--- config.mk ---
export PLATFORM = sky130hd
export DESIGN_NAME = gba_loader
export DESIGN_NICKNAME = d
export VERILOG_FILES = /design/src/source/loader_pkg.sv /design/src/source/download_decoder.sv /design/src/source/flash_tag_scanner.sv /design/src/source/title_quirk_matcher.sv /design/src/source/cart_profile.sv /design/src/source/halfword_packer.sv /design/src/source/gba_loader.sv
export SDC_FILE = /design/constraint.sdc
export NUM_CORES = 1
export LEC_CHECK = 0
export BUFFER_PORTS_ARGS = -buffer_cell sky130_fd_sc_hd__buf_4
export CORE_MARGIN = 3
export CORE_UTILIZATION = 40
export DETAILED_ROUTE_END_ITERATION = 7
export GPL_ROUTABILITY_DRIVEN = 0
export PLACE_DENSITY = 0.74
export SYNTH_ARGS = -nofsm -noshare
export SYNTH_HDL_FRONTEND = slang
export SYNTH_SLANG_ARGS = --single-unit
--- constraint.sdc ---
create_clock -name clk_sys -period 3.8 [get_ports clk_sys]
set_input_delay 0.76 -clock clk_sys [delete_from_list [all_inputs] [get_ports clk_sys]]
set_output_delay 0.76 -clock clk_sys [all_outputs]
set_load 0.01 [all_outputs]
--- src/source/loader_pkg.sv ---
package loader_pkg;

	// ==============================
	// Loader stream
	// ==============================
	localparam int addr_w = 27; // Byte address bits from the loader

	typedef logic [15:0]       half_t;      // Low byte is the earlier file byte
	typedef logic [7:0]        index_t;     // Download slot selected in the menu
	typedef logic [addr_w-1:0] byte_addr_t;
	typedef logic [addr_w-3:0] pak_addr_t;  // Byte address >> 2

	localparam index_t idx_bios  = 8'd0;   // Boot ROM image
	localparam index_t idx_cheat = 8'd255; // Cheat list, everything else is a cart

	// ==============================
	// Assembled payloads
	// ==============================
	typedef logic [31:0]  bios_word_t;
	typedef logic [11:0]  bios_addr_t; // 16 KB BIOS in words

	// Code fields from the top: flags, address, compare, replace
	// Each field is 32 bits
	typedef logic [127:0] cheat_code_t;

	typedef enum logic [1:0] {
		kind_none,  // Idle, no download
		kind_bios,
		kind_cart,
		kind_cheat
	} kind_t;

	// ==============================
	// Cart header and quirks
	// ==============================
	typedef logic [95:0] title_t;                  // 12 ASCII chars, first char on top
	localparam byte_addr_t title_base = 27'h0A0;   // Game title field of the header
	localparam logic [71:0] flash_tag = "FLASH1M_V"; // Library tag of 128 KB flash games

	typedef struct packed {
		logic sram;  // Save memory path disabled
		logic remap; // ROM mirrored like the NES classics
	} quirk_t;

	typedef struct packed {
		title_t title;
		quirk_t flags;
	} title_entry_t;

	localparam int n_titles = 8;

	// Short titles padded with zero bytes, as stored in the header
	localparam title_entry_t title_table [n_titles] = '{
		'{"ROCKY BOXING",              2'b10}, // Save RAM only
		'{"DBZ LGCYGOKU",              2'b10},
		'{{"TOPGUN CZ", 24'h000000},   2'b10},
		'{{"IRIDIONII", 24'h000000},   2'b10},
		'{{"BOMBER MAN", 16'h0000},    2'b11}, // NES classics, both quirks
		'{{"CASTLEVANIA", 8'h00},      2'b11},
		'{{"SUPER MARIO", 8'h00},      2'b11},
		'{{"ZELDA 1", 40'h0000000000}, 2'b11}
	};

endpackage

--- src/source/download_decoder.sv ---
module download_decoder (
	input  logic                   clk_sys,
	input  logic                   reset,
	input  logic                   dl_active,
	input  loader_pkg::index_t     dl_index,
	input  loader_pkg::byte_addr_t dl_addr,
	input  loader_pkg::half_t      dl_data,
	input  logic                   dl_wr,
	output loader_pkg::kind_t      wr_kind,
	output loader_pkg::byte_addr_t wr_addr,
	output loader_pkg::half_t      wr_data,
	output logic                   wr_strobe,
	output logic                   cart_start,
	output logic                   cart_end,
	output logic                   cheat_clear
);

	loader_pkg::kind_t dl_kind; // Kind of the current index before the register
	logic active_q;             // dl_active one cycle back
	logic dl_rise;
	logic dl_fall;
	logic cart_open;            // Between cart_start and cart_end

	// Any slot other than 0 and 255 carries a ROM
	always_comb begin
		if (dl_index == loader_pkg::idx_bios)
			dl_kind = loader_pkg::kind_bios;
		else if (dl_index == loader_pkg::idx_cheat)
			dl_kind = loader_pkg::kind_cheat;
		else
			dl_kind = loader_pkg::kind_cart;
	end

	assign dl_rise = dl_active & ~active_q;
	assign dl_fall = ~dl_active & active_q;

	always_ff @(posedge clk_sys) begin
		if (reset) begin
			active_q    <= 1'b0;
			wr_kind     <= loader_pkg::kind_none;
			wr_strobe   <= 1'b0;
			cart_start  <= 1'b0;
			cart_end    <= 1'b0;
			cheat_clear <= 1'b0;
		end else begin
			active_q    <= dl_active;
			wr_kind     <= dl_active ? dl_kind : loader_pkg::kind_none;
			wr_strobe   <= dl_active & dl_wr;                      // Strobes outside a download dropped
			cart_start  <= dl_rise && dl_kind == loader_pkg::kind_cart;
			cart_end    <= dl_fall && wr_kind == loader_pkg::kind_cart; // Kind of the last active cycle
			cheat_clear <= dl_rise && dl_kind == loader_pkg::kind_cheat;
		end
	end

	// Write payload follows the stream only on a strobe
	always_ff @(posedge clk_sys) begin
		if (dl_wr) begin
			wr_addr <= dl_addr;
			wr_data <= dl_data;
		end
	end

	// ROM download bracket
	always_ff @(posedge clk_sys) begin
		if (reset)
			cart_open <= 1'b0;
		else if (cart_start)
			cart_open <= 1'b1;
		else if (cart_end)
			cart_open <= 1'b0;
	end

	// Each ROM download closes before the next one opens
	a_start_end_paired: assert property (@(posedge clk_sys) disable iff (reset)
		(cart_start || cart_end) |-> cart_open == cart_end);

endmodule

--- src/source/flash_tag_scanner.sv ---
module flash_tag_scanner (
	input  logic                clk_sys,
	input  logic                reset,
	input  logic                cart_start,
	input  loader_pkg::kind_t   wr_kind,
	input  loader_pkg::half_t   wr_data,
	input  logic                wr_strobe,
	output logic                tag_found
);

	logic [63:0] history;   // Last eight ROM bytes, newest in the low byte
	logic [63:0] hist_base; // History as seen by this write
	logic        cart_wr;
	logic        hit_lo;    // Tag ends on the low (earlier) byte
	logic        hit_hi;    // Tag ends on the high byte

	assign cart_wr   = wr_strobe && wr_kind == loader_pkg::kind_cart;
	assign hist_base = cart_start ? 64'd0 : history; // New ROM starts from an empty window

	// Nine bytes compared at both byte alignments
	assign hit_lo = {hist_base, wr_data[7:0]} == loader_pkg::flash_tag;
	assign hit_hi = {hist_base[55:0], wr_data[7:0], wr_data[15:8]} == loader_pkg::flash_tag;

	always_ff @(posedge clk_sys) begin
		if (cart_wr)
			history <= {hist_base[47:0], wr_data[7:0], wr_data[15:8]};
		else if (cart_start)
			history <= 64'd0;
	end

	always_ff @(posedge clk_sys) begin
		if (reset) begin
			tag_found <= 1'b0;
		end else begin
			if (cart_start)
				tag_found <= 1'b0;                // Cleared per cartridge
			if (cart_wr && (hit_lo || hit_hi))
				tag_found <= 1'b1;                // Sticky for the rest of the ROM
		end
	end

endmodule

--- src/source/title_quirk_matcher.sv ---
module title_quirk_matcher (
	input  logic                   clk_sys,
	input  logic                   reset,
	input  logic                   cart_start,
	input  loader_pkg::kind_t      wr_kind,
	input  loader_pkg::byte_addr_t wr_addr,
	input  loader_pkg::half_t      wr_data,
	input  logic                   wr_strobe,
	output loader_pkg::quirk_t     quirk
);

	// ==============================
	// Title capture
	// ==============================
	loader_pkg::title_t     title_q;  // Header title, first char on top
	loader_pkg::byte_addr_t hdr_off;  // Offset from the title start
	logic [6:0]             slot_lsb; // Bit position of the halfword in title_q
	logic                   cart_wr;
	logic                   in_title;
	logic                   at_lookup;

	assign cart_wr   = wr_strobe && wr_kind == loader_pkg::kind_cart;
	assign hdr_off   = wr_addr - loader_pkg::title_base; // Wraps high below the title
	assign in_title  = hdr_off < 27'd12;
	assign at_lookup = hdr_off == 27'd12;                 // Halfword right after the title
	assign slot_lsb  = {4'd10 - hdr_off[3:0], 3'd0};

	// Earlier byte goes higher, so the text reads left to right
	always_ff @(posedge clk_sys) begin
		if (cart_wr && in_title)
			title_q[slot_lsb +: 16] <= {wr_data[7:0], wr_data[15:8]};
	end

	// ==============================
	// Table lookup
	// ==============================
	loader_pkg::quirk_t table_hit;

	always_comb begin
		table_hit = '0;
		for (int i = 0; i < loader_pkg::n_titles; i++) begin
			if (title_q == loader_pkg::title_table[i].title)
				table_hit = table_hit | loader_pkg::title_table[i].flags;
		end
	end

	always_ff @(posedge clk_sys) begin
		if (reset) begin
			quirk <= '0;
		end else begin
			if (cart_start)
				quirk <= '0;         // Unlisted titles keep both flags low
			if (cart_wr && at_lookup)
				quirk <= table_hit;  // Title complete by now
		end
	end

endmodule

--- src/source/cart_profile.sv ---
module cart_profile (
	input  logic                   clk_sys,
	input  logic                   reset,
	input  logic                   cart_start,
	input  logic                   cart_end,
	input  loader_pkg::kind_t      wr_kind,
	input  loader_pkg::byte_addr_t wr_addr,
	input  logic                   wr_strobe,
	input  logic                   tag_found,
	input  loader_pkg::quirk_t     quirk,
	output logic                   flash_1m,
	output logic                   sram_quirk,
	output logic                   remap_quirk,
	output loader_pkg::pak_addr_t  max_pak_addr,
	output logic                   profile_valid
);

	loader_pkg::byte_addr_t last_addr; // Byte address of the latest ROM write
	logic                   cart_wr;

	assign cart_wr = wr_strobe && wr_kind == loader_pkg::kind_cart;

	always_ff @(posedge clk_sys) begin
		if (cart_wr)
			last_addr <= wr_addr;
	end

	// ==============================
	// Profile latch
	// ==============================
	always_ff @(posedge clk_sys) begin
		if (reset) begin
			flash_1m      <= 1'b0;
			sram_quirk    <= 1'b0;
			remap_quirk   <= 1'b0;
			profile_valid <= 1'b0;
		end else if (cart_end) begin
			flash_1m      <= tag_found;
			sram_quirk    <= quirk.sram;
			remap_quirk   <= quirk.remap;
			profile_valid <= 1'b1;
		end else if (cart_start) begin
			profile_valid <= 1'b0; // Old profile stays visible but stale
		end
	end

	// Word address of the last data, for reads past the ROM end
	always_ff @(posedge clk_sys) begin
		if (cart_end)
			max_pak_addr <= last_addr[loader_pkg::addr_w-1:2];
	end

	// First strobe may share the cycle with cart_start
	a_no_write_while_valid: assert property (@(posedge clk_sys) disable iff (reset)
		cart_wr && !cart_start |-> !profile_valid);

endmodule

--- src/source/halfword_packer.sv ---
module halfword_packer #(
	parameter type payload_t = logic [31:0],
	parameter type slot_t    = logic [11:0]
) (
	input  logic                   clk_sys,
	input  logic                   reset,
	input  logic                   active,
	input  loader_pkg::byte_addr_t addr,
	input  loader_pkg::half_t      data,
	input  logic                   strobe,
	output payload_t               payload,
	output slot_t                  index,
	output logic                   done
);

	localparam int p_bits  = $bits(payload_t);
	localparam int n_bytes = p_bits / 8;
	localparam int off_w   = $clog2(n_bytes); // Address bits inside one payload

	logic [off_w-2:0] half_sel; // Halfword number within the payload
	logic [off_w-2:0] n_taken;  // Halfwords taken so far in this payload
	logic             last_half;
	logic             take;
	int               bit_pos;

	assign half_sel  = addr[off_w-1:1];
	assign last_half = half_sel == {(off_w-1){1'b1}};
	assign take      = active & strobe;

	// 32-bit fields fill from the top with the lower half of each first
	always_comb begin
		bit_pos = p_bits - 32 * (int'(half_sel >> 1) + 1) + 16 * int'(half_sel[0]);
	end

	always_ff @(posedge clk_sys) begin
		if (take)
			payload[bit_pos +: 16] <= data;
		if (take && last_half)
			index <= addr[off_w +: $bits(slot_t)]; // Byte address / payload size
	end

	always_ff @(posedge clk_sys) begin
		if (reset)
			done <= 1'b0;
		else
			done <= take & last_half; // Payload complete on this edge
	end

	// Restarts with every download
	always_ff @(posedge clk_sys) begin
		if (reset || !active)
			n_taken <= '0;
		else if (strobe)
			n_taken <= n_taken + 1'b1; // Wraps to zero once the payload is full
	end

	// Halfwords arrive in address order so done marks a complete payload
	a_halves_in_order: assert property (@(posedge clk_sys) disable iff (reset)
		take |-> half_sel == n_taken);

endmodule

--- src/source/gba_loader.sv ---
module gba_loader (
	input  logic                      clk_sys,
	input  logic                      reset,
	input  logic                      dl_active,
	input  loader_pkg::index_t        dl_index,
	input  loader_pkg::byte_addr_t    dl_addr,
	input  loader_pkg::half_t         dl_data,
	input  logic                      dl_wr,
	output logic                      flash_1m,
	output logic                      sram_quirk,
	output logic                      remap_quirk,
	output loader_pkg::pak_addr_t     max_pak_addr,
	output logic                      profile_valid,
	output loader_pkg::bios_addr_t    bios_addr,
	output loader_pkg::bios_word_t    bios_data,
	output logic                      bios_wr,
	output loader_pkg::cheat_code_t   cheat_code,
	output logic                      cheat_valid,
	output logic                      cheat_clear
);

	// ==============================
	// Registered stream
	// ==============================
	loader_pkg::kind_t      wr_kind;
	loader_pkg::byte_addr_t wr_addr;
	loader_pkg::half_t      wr_data;
	logic                   wr_strobe;
	logic                   cart_start; // First cycle of a ROM download
	logic                   cart_end;   // First cycle after it
	logic                   tag_found;
	loader_pkg::quirk_t     quirk;

	download_decoder decoder_inst (
		.clk_sys, .reset,
		.dl_active, .dl_index, .dl_addr, .dl_data, .dl_wr,
		.wr_kind, .wr_addr, .wr_data, .wr_strobe,
		.cart_start, .cart_end, .cheat_clear
	);

	// ==============================
	// Cartridge profile
	// ==============================
	flash_tag_scanner scanner_inst (
		.clk_sys, .reset, .cart_start,
		.wr_kind, .wr_data, .wr_strobe,
		.tag_found
	);

	title_quirk_matcher matcher_inst (
		.clk_sys, .reset, .cart_start,
		.wr_kind, .wr_addr, .wr_data, .wr_strobe,
		.quirk
	);

	cart_profile profile_inst (
		.clk_sys, .reset, .cart_start, .cart_end,
		.wr_kind, .wr_addr, .wr_strobe,
		.tag_found, .quirk,
		.flash_1m, .sram_quirk, .remap_quirk, .max_pak_addr, .profile_valid
	);

	// ==============================
	// BIOS words and cheat codes
	// ==============================
	halfword_packer #(
		.payload_t (loader_pkg::bios_word_t),
		.slot_t    (loader_pkg::bios_addr_t)
	) bios_packer (
		.clk_sys, .reset,
		.active  (wr_kind == loader_pkg::kind_bios),
		.addr    (wr_addr),
		.data    (wr_data),
		.strobe  (wr_strobe),
		.payload (bios_data),
		.index   (bios_addr), // Word address into the BIOS ROM
		.done    (bios_wr)
	);

	halfword_packer #(
		.payload_t (loader_pkg::cheat_code_t),
		.slot_t    (logic [loader_pkg::addr_w-5:0])
	) cheat_packer (
		.clk_sys, .reset,
		.active  (wr_kind == loader_pkg::kind_cheat),
		.addr    (wr_addr),
		.data    (wr_data),
		.strobe  (wr_strobe),
		.payload (cheat_code),
		.index   (),          // Codes are consumed in order, slot not needed
		.done    (cheat_valid)
	);

endmodule

==> results.json <==
{
  "power_density_nw_per_um2": 476,
  "synth_top_family_by_area": "simple AND/OR/NAND/NOR gates",
  "post_drt_wl_per_cell_microns": 20.9,
  "fin_worst_skew_ns": 0.0368,
  "port_buffers": 258,
  "fin_nets": 1789,
  "critPathArrivalTime_ns": 3.67,
  "vdd_drop_max_v": 0.000380,
  "grt_pass1_wl_microns": 73500,
  "stdcell_count": 2341,
  "switching_share": 0.232,
  "hold_end": "decoder_inst.wr_addr[15]$_DFFE_PP_",
  "tns_ns": 0,
  "critPathSlowestCell": "or4_4",
  "syn_area_per_cell_sq_um": 12.2,
  "power.share.clock": 0.419,
  "vias": 12900,
  "p_seq_frac": 0.519,
  "fin_crit_ns": 3.44,
  "clk_path_buf_depth": 3,
  "clk-insertion-delay-late_ns": 0.60,
  "grt_pass1_vias": 12400,
  "grt-busiest-layer": "met2",
  "crit_chain": "or4_4, nand4bb_1, o2bb2ai_1, or4_1, nor4_1, nand3_1, buf_4, nor2_1",
  "drc": 1,
  "synth-xor-area-share": 0.00394,
  "layout_setup_ws_ns": 0.363,
  "met3_usage": 0.0412,
  "synth_mux_area_frac": 0.00738,
  "drt-total-wl_microns": 49000,
  "netlist_area_sq_um": 17800,
  "cp_num_buf_inv": 1,
  "synth_cell_types": 66,
  "pre_cts_slack_ns": 0.351,
  "die_area_sq_um": 47000,
  "final-setup-viol-count": 0,
  "area_delta_synth_final_pct": 23.0,
  "synth_cells": 1457,
  "drive_above_1_share": 0.219,
  "synthFlopType": "edfxtp_1",
  "cts.clk_slew.worst_paths_ns": 0.06,
  "post-route-period-util": 0.905,
  "antenna_found_initial": 1,
  "layout_commonest_cell": "edfxtp_1",
  "worst_r2r_path_depth": 8,
  "tightest_slew_ns": 1.04,
  "power.switching_uw": 2420,
  "cts_setup_buffers": 0,
  "final_cell_mix": "361 x edfxtp_1, 291 x buf_4, 255 x nor2_1",
  "die_x_microns": 217,
  "place_area_sq_um": 20400,
  "violations": "DRC",
  "synth_edf_count": 361,
  "status": "complete, but fails checks",
  "grt_max_degree": 94,
  "firstDrtPassIters": 8,
  "synth_adder_area_share": 0.0105,
  "worstPathMaxFanout": 12,
  "synth_async_sr_flop_share": 0,
  "grt_overflow": 0,
  "endpoint_kind": "register",
  "numCtsBuffers": 45,
  "hold_depth": 1,
  "boundaryPins": 259,
  "reg2reg_to": "matcher_inst.title_q[12]$_DFFE_PP_",
  "row_count": 76,
  "synth_nets": 1527,
  "hold_viol": 0,
  "cts_hold_buf": 0,
  "regToRegSetupSlack_ns": 0.36,
  "vias_per_cell": 5.52,
  "fin_area_sq_um": 21900,
  "cp.required_ns": 4.04,
  "reg2reg_from": "decoder_inst.wr_addr[10]$_DFFE_PP_",
  "yosys_warnings": 0,
  "synth_seq_cells": 441,
  "worst_path_largest_cell_delay_ns": 0.58,
  "initial_core_util": 0.409,
  "leakage_uw": 0.00715,
  "yosysSeqAreaShare": 0.699,
  "dp_cells": 2257,
  "cts_max_level": 2,
  "ant_nets": 0,
  "fmax_mhz": 291,
  "internal-power_uw": 8000,
  "p_comb_frac": 0.062,
  "tritoncts": "built",
  "dieHeight_microns": 217,
  "relSlewSlack": 0.302,
  "slew_violations": 0,
  "cts-root-buf": "clkbuf_16",
  "synth_simple_gate_area_frac": 0.207,
  "dpl.hpwl_microns": 34500,
  "grt_usage": 0.201,
  "min_from": "dl_addr[15]",
  "cts_num_sinks": 441,
  "rsz0062_at_grt": "no",
  "synth_compound_area_frac": 0.0473,
  "gr-usage-met1": 0.256,
  "use_met2": 0.348,
  "cap_violations": 0,
  "startpoint_type": "register",
  "drt_iter0_drc": 1761,
  "critical_path_class": "register to register",
  "worstHoldPathType": "primary input to register",
  "critical-path-top-delay-family": "simple AND/OR/NAND/NOR gates",
  "hold_ws_ns": 0.357,
  "core_area_sq_um": 43600,
  "cts_resized": 0
}
state kept, by name, indices dropped and copies added (netlist names), 2 cells and up:
| name | cells |
|---|---|
| bios_packer.index | 12 |
| bios_packer.payload | 32 |
| cheat_packer.payload | 128 |
| decoder_inst.wr_addr | 27 |
| decoder_inst.wr_data | 16 |
| decoder_inst.wr_kind | 2 |
| matcher_inst.quirk | 2 |
| matcher_inst.title_q | 96 |
| profile_inst.last_addr | 25 |
| profile_inst.max_pak_addr | 25 |
| scanner_inst.history | 64 |
cell usage after synthesis (13+ instances only):
cell	n	area share
nor2_1	257	0.054
a21oi_1	55	0.015
nand2_1	194	0.041
inv_1	31	0.0065
ha_1	15	0.011
nor4b_1	23	0.011
nand4_1	29	0.010
a22oi_1	18	0.0076
or3_1	13	0.0046
edfxtp_1	361	0.61
nor4_1	35	0.012
a22o_1	15	0.0074
dfxtp_1	80	0.090
clkbuf_1	67	0.014
o21ai_0	15	0.0042
nor3_1	28	0.0079
nand3_1	31	0.0087
and2_1	27	0.0095
worst register-to-register path, stage by stage, from the launching register on:
cell and delay (ns):
edfxtp_1 0.46, or4_4 0.58, nand4bb_1 0.25, o2bb2ai_1 0.19, or4_1 0.52, nor4_1 0.29
nand3_1 0.10, buf_4 0.22, nor2_1 0.49
final cells by class:
cell class / count / area, sq um
timing repair buffer: 291 / 2180
antenna: 1 / 2.50
sequential: 441 / 12400
multi-input combinational: 907 / 4930
clock buffer: 58 / 1220
inverter: 33 / 124
clock inverter: 25 / 253
fill: 3805 / 21700
tap: 585 / 732
power groups by stage:
stage / sequential, uW / clock, uW / combinational [uW]
after floorplan: 5430 / 0 / 464
final: 5410 / 4370 / 644
after global routing: 5410 / 4640 / 707
after global placement: 5510 / 0 / 609
after CTS: 5410 / 4440 / 636
after detailed placement: 5510 / 0 / 635
per-layer routing:
metal  wire [microns]  up-vias  share of wire
met2            24800      670           0.51
met4             1670        0          0.034
li1                 -     5835              -
met1            18400     6252           0.38
met3             4050      156          0.083
met5                0        -              0
through the flow:
stage               utilization  total power (uW)
floorplan                     -              5890
global placement          0.469              6110
detailed placement        0.469              6140
CTS                       0.503             10500
global route              0.503             10800
finish                    0.503             10400
kinds of logic after synthesis:
| group | count (synthesis) |
|---|---|
| DFF | 441 |
| AOI/OAI and AO/OA | 132 |
| muxes | 13 |
| adders and majority gates | 15 |
| xor gates and xnor gates | 8 |
| and+or+nand+nor | 739 |
| buffers and inverters | 109 |
worst max path at each step:
stage	from	slack, ns	to	cells after the start
after floorplan	decoder_inst.wr_addr[1]$_DFFE_PP_	0.08	matcher_inst.title_q[80]$_DFFE_PP_	13
after global placement	decoder_inst.wr_addr[10]$_DFFE_PP_	0.39	matcher_inst.title_q[15]$_DFFE_PP_	8
after detailed placement	decoder_inst.wr_addr[10]$_DFFE_PP_	0.35	matcher_inst.title_q[13]$_DFFE_PP_	8
after CTS	decoder_inst.wr_addr[10]$_DFFE_PP_	0.37	matcher_inst.title_q[14]$_DFFE_PP_	8
after global routing	decoder_inst.wr_addr[10]$_DFFE_PP_	0.16	matcher_inst.title_q[50]$_DFFE_PP_	9
final	decoder_inst.wr_addr[10]$_DFFE_PP_	0.36	matcher_inst.title_q[12]$_DFFE_PP_	8
Note: power is estimated with default switching activity, not from simulation.
